## src/design/neuron_pkg.sv

```systemverilog
package neuron_pkg;

	// Number of inputs to the neuron.
	localparam int NUM_TAPS = 30;

	// Raw IEEE-754 single-precision bit pattern.
	typedef logic [31:0] fp32_t;

	typedef logic [4:0] tap_idx_t;

	typedef enum logic [1:0]
	{
		S_IDLE  = 2'd0,
		S_ACCUM = 2'd1,
		S_DRAIN = 2'd2
	} node_state_e;

	// Fixed weights of this node, indexed by tap number.
	localparam fp32_t WEIGHTS [NUM_TAPS] = '{
		32'h3E4CCCCD, 32'hBE99999A, 32'h3F000000,
		32'hBD8EA02B, 32'h3DCCCCCD, 32'hBF19999A,
		32'h3EB33333, 32'hBE4CCCCD, 32'h3F4CCCCD,
		32'hBDCCCCCD, 32'h3E19999A, 32'hBF000000,
		32'h3F266666, 32'hBEB33333, 32'h3D4CCCCD,
		32'hBF4CCCCD, 32'h3E800000, 32'hBE800000,
		32'h3F59999A, 32'hBD4CCCCD, 32'h3EE66666,
		32'hBF266666, 32'h3E0F5C29, 32'hBE0F5C29,
		32'h3F733333, 32'hBEE66666, 32'h3D23D70A,
		32'hBF59999A, 32'h3ECCCCCD, 32'hBECCCCCD
	};

endpackage
```

## src/design/mac_if.sv

```systemverilog
`timescale 1ns/10ps

interface mac_if (input logic clk);
	import neuron_pkg::*;

	logic     clear;    // Restart of a run.
	logic     accept;   // A sample is taken this cycle.
	tap_idx_t tap_idx;
	logic     last_tap;
	logic     finish;   // Loads the result register.

	modport seq (
		output clear, accept, finish,
		input  last_tap
	);

	modport cnt (
		input  clear, accept,
		output tap_idx, last_tap
	);

	modport dp (
		input clear, accept, tap_idx, finish
	);

endinterface

```

## src/design/neuron_node.sv

```systemverilog
`timescale 1ns/10ps

module neuron_node (
	input  logic              clk,
	input  logic              rst_n,
	input  logic              start,
	input  logic              sample_valid,
	input  neuron_pkg::fp32_t sample,
	output neuron_pkg::fp32_t result,
	output logic              done,
	output logic              busy
);

	mac_if u_ctl (.clk(clk));

	node_fsm u_fsm (
		.clk          (clk),
		.rst_n        (rst_n),
		.start        (start),
		.sample_valid (sample_valid),
		.busy         (busy),
		.done         (done),
		.ctl          (u_ctl.seq)
	);

	tap_counter u_cnt (
		.clk   (clk),
		.rst_n (rst_n),
		.cnt   (u_ctl.cnt)
	);

	mac_datapath u_dp (
		.clk    (clk),
		.rst_n  (rst_n),
		.sample (sample),
		.result (result),
		.ctl    (u_ctl.dp)
	);

endmodule

```

## src/design/mac_datapath.sv

```systemverilog
`timescale 1ns/10ps

module mac_datapath (
	input  logic              clk,
	input  logic              rst_n,
	input  neuron_pkg::fp32_t sample,
	output neuron_pkg::fp32_t result,
	mac_if.dp                 ctl
);
	import neuron_pkg::*;

	fp32_t weight;
	fp32_t prod;
	fp32_t prod_q;
	fp32_t sum;
	fp32_t acc;
	logic  prod_vld;

	assign weight = WEIGHTS[ctl.tap_idx];

	fp_mult u_mult (
		.a (sample),
		.b (weight),
		.p (prod)
	);

	fp_add u_add (
		.a (acc),
		.b (prod_q),
		.s (sum)
	);

	always_ff @(posedge clk)
	begin
		if (ctl.accept)
			prod_q <= prod;
	end

	always_ff @(posedge clk or negedge rst_n)
	begin
		if (!rst_n)
			prod_vld <= 1'b0;
		else
			prod_vld <= ctl.accept && !ctl.clear;
	end

	// The sum starts from +0.0 at every run.
	always_ff @(posedge clk)
	begin
		if (ctl.clear)
			acc <= '0;
		else if (prod_vld)
			acc <= sum;
	end

	always_ff @(posedge clk or negedge rst_n)
	begin
		if (!rst_n)
			result <= '0;
		else if (ctl.finish)
			result <= acc[31] ? '0 : acc; // ReLU.
	end

endmodule

```

## src/design/node_fsm.sv

```systemverilog
`timescale 1ns/10ps

module node_fsm (
	input  logic clk,
	input  logic rst_n,
	input  logic start,
	input  logic sample_valid,
	output logic busy,
	output logic done,
	mac_if.seq   ctl
);
	import neuron_pkg::*;

	node_state_e state;
	node_state_e state_nxt;

	// A start while a run is still finishing is dropped.
	assign ctl.clear  = (state == S_IDLE) && start && !busy;
	assign ctl.accept = (state == S_ACCUM) && sample_valid;

	always_comb
	begin
		state_nxt = state;
		case (state)
			S_IDLE:  if (ctl.clear) state_nxt = S_ACCUM;
			S_ACCUM: if (ctl.accept && ctl.last_tap) state_nxt = S_DRAIN;
			S_DRAIN: state_nxt = S_IDLE; // Lets the last product reach the accumulator.
			default: state_nxt = S_IDLE;
		endcase
	end

	always_ff @(posedge clk or negedge rst_n)
	begin
		if (!rst_n)
		begin
			state      <= S_IDLE;
			ctl.finish <= 1'b0;
			done       <= 1'b0;
			busy       <= 1'b0;
		end
		else
		begin
			state      <= state_nxt;
			ctl.finish <= (state == S_DRAIN);
			done       <= ctl.finish;
			if (ctl.clear)
				busy <= 1'b1;
			else if (ctl.finish)
				busy <= 1'b0; // Falls as done rises.
		end
	end

endmodule

```

## src/design/tap_counter.sv

```systemverilog
`timescale 1ns/10ps

module tap_counter (
	input logic clk,
	input logic rst_n,
	mac_if.cnt  cnt
);
	import neuron_pkg::*;

	always_ff @(posedge clk or negedge rst_n)
	begin
		if (!rst_n)
			cnt.tap_idx <= '0;
		else if (cnt.clear)
			cnt.tap_idx <= '0;
		else if (cnt.accept)
		begin
			// Wrap after the last tap so the weight index stays in range.
			if (cnt.last_tap)
				cnt.tap_idx <= '0;
			else
				cnt.tap_idx <= cnt.tap_idx + 1'b1;
		end
	end

	assign cnt.last_tap = (cnt.tap_idx == tap_idx_t'(NUM_TAPS - 1));

endmodule

```

## src/design/fp_add.sv

```systemverilog
`timescale 1ns/10ps

module fp_add (
	input  neuron_pkg::fp32_t a,
	input  neuron_pkg::fp32_t b,
	output neuron_pkg::fp32_t s
);
	import neuron_pkg::*;

	fp32_t              fa;
	fp32_t              fb;
	fp32_t              big;
	fp32_t              lesser;
	logic [7:0]         exp_diff;
	logic [23:0]        man_big;
	logic [23:0]        man_small;
	logic [23:0]        man_shift;
	logic [24:0]        sum;
	logic [4:0]         lz;
	logic [23:0]        norm;
	logic signed [9:0]  exp_res;
	logic [22:0]        frac;

	// Subnormal operands count as +0.0.
	assign fa = (a[30:23] == 8'd0) ? '0 : a;
	assign fb = (b[30:23] == 8'd0) ? '0 : b;

	always_comb
	begin
		if (fa[30:0] >= fb[30:0])
		begin
			big    = fa;
			lesser = fb;
		end
		else
		begin
			big    = fb;
			lesser = fa;
		end
	end

	assign exp_diff  = big[30:23] - lesser[30:23];
	assign man_big   = (big[30:23] == 8'd0) ? 24'd0 : {1'b1, big[22:0]};
	assign man_small = (lesser[30:23] == 8'd0) ? 24'd0 : {1'b1, lesser[22:0]};
	assign man_shift = man_small >> exp_diff; // Bits shifted out are lost.

	// The larger magnitude is first, so the difference never goes negative.
	assign sum = (big[31] == lesser[31]) ? man_big + man_shift : man_big - man_shift;

	always_comb
	begin
		lz = 5'd0;
		for (int i = 0; i < 24; i++)
		begin
			if (sum[i])
				lz = 5'(23 - i); // The highest set bit wins.
		end
	end

	assign norm = sum[23:0] << lz;

	always_comb
	begin
		if (sum[24])
		begin
			exp_res = $signed({2'b00, big[30:23]}) + 10'sd1;
			frac    = sum[23:1];
		end
		else
		begin
			exp_res = $signed({2'b00, big[30:23]}) - $signed({5'd0, lz});
			frac    = norm[22:0];
		end

		if (sum == 25'd0 || exp_res <= 10'sd0)
			s = '0;
		else if (exp_res >= 10'sd255)
			s = {big[31], 8'hFF, 23'd0};
		else
			s = {big[31], exp_res[7:0], frac};
	end

endmodule

```

## src/design/fp_mult.sv

```systemverilog
`timescale 1ns/10ps

module fp_mult (
	input  neuron_pkg::fp32_t a,
	input  neuron_pkg::fp32_t b,
	output neuron_pkg::fp32_t p
);

	logic               sign;
	logic [47:0]        mant_prod;
	logic signed [9:0]  exp_sum;
	logic [22:0]        frac;

	assign sign = a[31] ^ b[31];

	// Both mantissas carry their hidden one.
	assign mant_prod = {1'b1, a[22:0]} * {1'b1, b[22:0]};

	always_comb
	begin
		exp_sum = $signed({2'b00, a[30:23]}) + $signed({2'b00, b[30:23]}) - 10'sd127;

		// The product of two values in [1,2) lies in [1,4), so one bit of
		// normalization is enough.
		if (mant_prod[47])
		begin
			exp_sum = exp_sum + 10'sd1;
			frac    = mant_prod[46:24];
		end
		else
		begin
			frac = mant_prod[45:23];
		end

		if (a[30:23] == 8'd0 || b[30:23] == 8'd0)
			p = '0; // Zero and subnormal inputs flush to +0.0.
		else if (exp_sum <= 10'sd0)
			p = '0;
		else if (exp_sum >= 10'sd255)
			p = {sign, 8'hFF, 23'd0};
		else
			p = {sign, exp_sum[7:0], frac};
	end

endmodule

```

## config.mk

```make
export PLATFORM = sky130hd
export DESIGN_NAME = neuron_node
export DESIGN_NICKNAME = d
export VERILOG_FILES = /design/src/design/neuron_pkg.sv /design/src/design/mac_if.sv /design/src/design/neuron_node.sv /design/src/design/mac_datapath.sv /design/src/design/node_fsm.sv /design/src/design/tap_counter.sv /design/src/design/fp_add.sv /design/src/design/fp_mult.sv
export SDC_FILE = /design/constraint.sdc
export NUM_CORES = 2
export LEC_CHECK = 0
export BUFFER_PORTS_ARGS = -buffer_cell sky130_fd_sc_hd__buf_2
export CAP_MARGIN = 5
export CORE_ASPECT_RATIO = 1.4
export CORE_MARGIN = 3
export CORE_UTILIZATION = 45
export CTS_BUF_LIST = sky130_fd_sc_hd__clkbuf_8
export DETAILED_ROUTE_END_ITERATION = 8
export GPL_ROUTABILITY_DRIVEN = 0
export MAX_ROUTING_LAYER = met4
export PLACE_DENSITY = 0.59
export SYNTH_ARGS = -nofsm -noshare
export SYNTH_HDL_FRONTEND = slang
export SYNTH_SLANG_ARGS = --single-unit
```

## constraint.sdc

```tcl
create_clock -name clk -period 38.1 [get_ports clk]
set_clock_uncertainty 0.15 [all_clocks]
set_input_delay 1.905 -clock clk [delete_from_list [all_inputs] [get_ports clk]]
set_output_delay 1.905 -clock clk [all_outputs]
set_load 0.005 [all_outputs]
```

==> report_table.html <==
<table>
<tr><th>Metric</th><th>Value</th></tr>
<tr><th colspan="2">Run status</th></tr>
<tr><td>Status</td><td>finished, final reports clean</td></tr>
<tr><th colspan="2">Timing</th></tr>
<tr><td>PnR worst setup slack</td><td>23.56 ns</td></tr>
<tr><td>Measured slew at the worst slew-check pin</td><td>roughly 1.3 ns</td></tr>
<tr><td>Hold violation count in the final report</td><td>0</td></tr>
<tr><td>Setup violations, final</td><td>0</td></tr>
<tr><td>Fin crit period</td><td>14.54 ns</td></tr>
<tr><td>Max frequency</td><td>68.8 MHz</td></tr>
<tr><td>Final period utilization</td><td>roughly two fifths</td></tr>
<tr><td>RSZ-0062 raised after global routing</td><td>false</td></tr>
<tr><td>Fin Setup TNS</td><td>0 ns</td></tr>
<tr><td>Remaining max-slew budget at the tightest pin</td><td>a little over a tenth</td></tr>
<tr><td>Final-report max-slew violation count</td><td>0</td></tr>
<tr><th colspan="2">Setup path</th></tr>
<tr><td>Cell depth of the worst flop-to-flop path</td><td>47</td></tr>
<tr><td>Startpoint of the worst-slack reg-to-reg timing path</td><td>u_dp.acc[27]</td></tr>
<tr><td>Sort of element at the end of the critical path</td><td>flip-flop</td></tr>
<tr><td>Data arrival time of the critical path</td><td>14.71 ns</td></tr>
<tr><td>Flop2flop setup slack</td><td>23.56 ns</td></tr>
<tr><td>Crit-path most repeated cell</td><td>ha_1</td></tr>
<tr><td>Crit path max-delay cell type</td><td>o41ai_1</td></tr>
<tr><td>CP peak stage delay</td><td>about 1.2 ns</td></tr>
<tr><td>Largest fanout of any net on the critical path</td><td>24</td></tr>
<tr><td>Reg-to-reg critical path endpoint</td><td>u_dp.acc[22]</td></tr>
<tr><td>Worst endpoint required time</td><td>38.26 ns</td></tr>
<tr><td>WS Path Type</td><td>flip-flop to flip-flop</td></tr>
<tr><td>Startpoint class of the critical path</td><td>flip-flop</td></tr>
<tr><th colspan="2">Die</th></tr>
<tr><td>Ports</td><td>70</td></tr>
<tr><td>Core region area</td><td>68000 µm²</td></tr>
<tr><td>Die W</td><td>228 µm</td></tr>
<tr><td>Total die area</td><td>72000 µm²</td></tr>
<tr><td>Die Ht</td><td>316 µm</td></tr>
<tr><td>Starting Density</td><td>45.5%</td></tr>
<tr><td>Standard-cell rows</td><td>113</td></tr>
<tr><th colspan="2">Routing</th></tr>
<tr><td>Number of routed nets with antenna violations</td><td>0</td></tr>
<tr><td>Per-cell via count in the routed design</td><td>~5.7</td></tr>
<tr><td>Wirelength, routed</td><td>around 97000 µm</td></tr>
<tr><td>Drt first pass iters</td><td>6</td></tr>
<tr><td>DR DRC count</td><td>0</td></tr>
<tr><td>Total number of vias</td><td>25.8k</td></tr>
<tr><td>Drt wl/cell</td><td>21.2 µm</td></tr>
<tr><td>Number of violations reported at the end of detailed-routing iteration 0</td><td>1775</td></tr>
<tr><th colspan="2">Finish</th></tr>
<tr><td>Share of layout cells above drive strength 1</td><td>under 10%</td></tr>
<tr><td>Final design area excluding fillers</td><td>~32000 µm²</td></tr>
<tr><td>Area growth from synthesis to final layout</td><td>4.33%</td></tr>
<tr><td>Post-layout nets</td><td>approximately 4.4k</td></tr>
<tr><td>Share of the core filled with cells</td><td>roughly 47%</td></tr>
<tr><th colspan="2">Global routing</th></tr>
<tr><td>Initial antenna violation count</td><td>6</td></tr>
<tr><td>First-pass GRT wire length</td><td>152000 µm</td></tr>
<tr><td>Total track usage</td><td>~28%</td></tr>
<tr><td>Via count of the first global-routing pass</td><td>26.6k</td></tr>
<tr><td>Remaining global-route overflow</td><td>0</td></tr>
<tr><td>Maximum number of pins on one net before global-route repair</td><td>65</td></tr>
<tr><th colspan="2">Min path</th></tr>
<tr><td>Hold Crit Endpoint</td><td>u_fsm.ctl.finish</td></tr>
<tr><td>Hold crit path type</td><td>flip-flop to flip-flop</td></tr>
<tr><td>Beginning of the worst hold path</td><td>u_fsm.state[0]</td></tr>
<tr><td>Cells on Worst Hold Path</td><td>1</td></tr>
<tr><th colspan="2">Place</th></tr>
<tr><td># port buffers</td><td>68</td></tr>
<tr><td>Worst slack at placement</td><td>24.20 ns</td></tr>
<tr><td>Cell area after placement</td><td>around 32000 µm²</td></tr>
<tr><td>Detailed placer's ending HPWL</td><td>79400 µm</td></tr>
<tr><th colspan="2">Yosys</th></tr>
<tr><td>Share of synthesized area occupied by flip-flops and latches</td><td>8.57%</td></tr>
<tr><td>Fraction of synthesis flops using an asynchronous set or reset pin</td><td>between 30 and 40%</td></tr>
<tr><td>Post-synth cell types</td><td>approximately 110</td></tr>
<tr><td>YS warnings</td><td>0</td></tr>
<tr><td>Number of enable flip-flop cells after synthesis</td><td>32</td></tr>
<tr><td>Top flip-flop cell by instance count after synthesis</td><td>dfrtp_1</td></tr>
<tr><td>Post-synthesis instance total</td><td>roughly 3.7k</td></tr>
<tr><td>Net count after synthesis</td><td>4475</td></tr>
<tr><td>Mean area per synthesized cell</td><td>8.36 µm²</td></tr>
<tr><td>Post-synthesis instance area</td><td>a little over 30000 µm²</td></tr>
<tr><td>Register bit total from synthesis</td><td>106</td></tr>
<tr><th colspan="2">Clocking</th></tr>
<tr><td>PostCTS Resize Cnt</td><td>0</td></tr>
<tr><td>Clock tree from TritonCTS</td><td>done</td></tr>
<tr><td>Hold buffers post-CTS</td><td>0</td></tr>
<tr><td>Clock insertion delay at the later pin of the skew report</td><td>0.41 ns</td></tr>
<tr><td>Clock sink count</td><td>between 100 and 150</td></tr>
<tr><td>Depth of the CTS H-tree</td><td>3</td></tr>
<tr><td>Clock tree buffer depth</td><td>2</td></tr>
<tr><td>TritonCTS Buffers</td><td>9</td></tr>
<tr><td>Post-CTS Repair Setup Buffers</td><td>0</td></tr>
<tr><td>Root Buffer</td><td>clkbuf_8</td></tr>
<tr><td>Clock transition at the registers of the reported paths</td><td>0.12 ns</td></tr>
<tr><th colspan="2">Flow run</th></tr>
<tr><td>Max-capacitance violation count</td><td>0</td></tr>
</table>
flip-flops by register name, summed over array words and instances (netlist names):
register and cells:
u_fsm.done 1, u_dp.prod_vld 1, u_dp.result 31, u_dp.prod_q 32, u_fsm.ctl.finish 1, u_fsm.state 2, u_fsm.busy 1, u_dp.acc 32
u_cnt.cnt.tap_idx 5
Yosys cell counts (17+ instances only):
cell        n  area share, %
nand3b_1   32           0.78
nor2b_1    47           0.95
nand4_1    19           0.38
a211oi_1   24           0.58
inv_1     655            7.9
o21ai_0   128            2.1
mux2_2     38            1.4
nand3_1    62            1.0
mux2i_1    98            3.2
a32o_1     25           0.81
xor2_1     26           0.74
fa_1      484             31
o21a_1     22           0.53
and2_1    191            3.9
xnor2_1    49            1.4
and3_1     22           0.44
o211ai_1   23           0.56
buf_2      17           0.27
clkbuf_1  140            1.7
a21oi_1   165            2.7
nand2_1   435            5.3
nor3_1     49           0.79
nand2b_1   31           0.63
dfxtp_1    32            2.1
a31oi_1    20           0.40
a21o_1     31           0.75
nor2_1    217            2.6
dfrtp_1    42            3.4
edfxtp_1   32            3.1
ha_1      251             10
cell type report:
cell class,instances,area (µm²)
clock inverters,7,62.6
diodes,5,12.5
clock buffers,9,124
well taps,920,1150
multi-input cells,2756,25200
inverters,658,2470
flip-flops and latches,106,2650
repair buffers,112,671
fillers,6793,35700
metrics by stage:
| stage | instances | hold slack (ns) |
|---|---|---|
| after CTS | 4568 | 0.315 |
| after global routing | 4573 | 0.331 |
| after global placement | 4552 | 0.298 |
| final | 4573 | 0.310 |
| after detailed placement | 4552 | 0.298 |
| after floorplan | 3704 | 0.202 |
cell usage in the layout (no fill, tap or decap), types with 11 or more instances in the layout:
cell type and n:
nand3b_1 32, o31ai_1 11, or3_1 16, dfxtp_1 32, edfxtp_1 32, and2_1 191
nor3_1 49, dfrtp_1 42, o21a_1 22, nand3_1 62, and3_1 22, o21ai_0 127
nand2b_1 31, buf_4 44, nand2_1 435, a21o_1 31, ha_1 250, mux2i_1 98
mux2_2 38, nor2_1 214, o211ai_1 23, xor2_1 26, a211o_1 11, inv_1 656
buf_2 68, xnor2_1 48, fa_1 484, a21oi_1 161, nor4_1 14, nor2b_1 47
a31oi_1 17, a211oi_1 24, a32o_1 25, nand4_1 19
critical path, delay by kind of cell (launching register included):
family / cells / cell delay [ns]
compound gates: 15 / 4.28
simple gates: 17 / 4.90
fa+ha+maj: 4 / 1.88
buf+inv: 4 / 1.31
mux: 5 / 1.08
flops: 1 / 0.41
xor+xnor: 2 / 0.41
how the worst max path moves through the flow:
stage	from	end	slack, ns
finish	u_dp.acc[27]	u_dp.acc[22]	23.56
global route	u_dp.acc[28]	u_dp.acc[22]	22.54
CTS	u_dp.acc[27]	u_dp.acc[22]	24.15
detailed placement	u_dp.acc[27]	u_dp.acc[5]	24.20
global placement	u_dp.acc[27]	u_dp.acc[22]	24.41
floorplan	u_dp.acc[27]	u_dp.acc[9]	24.29
layer usage:
metal	part of all wire, %	track usage [%]	routed length, µm
met4	7.7	17.3	7520
met1	37	31.1	35500
met5	0	-	0
met3	4.6	2.43	4450
met2	51	49.7	49600
logic make-up after synthesis:
logic type | after synthesis | share of synthesized area, %
and+or+nand+nor | 1186 | 18.7
buffers and inverters | 842 | 10.6
adders and majority gates | 735 | 41.4
AOI/OAI and AO/OA | 611 | 13.3
muxes | 146 | 5.25
DFF | 106 | 8.57
xor gates and xnor gates | 77 | 2.23
other | 1 | 0.0121
Power is not shown: default switching activity piles up to over one toggle a cycle in this logic, so the estimate is an artifact.
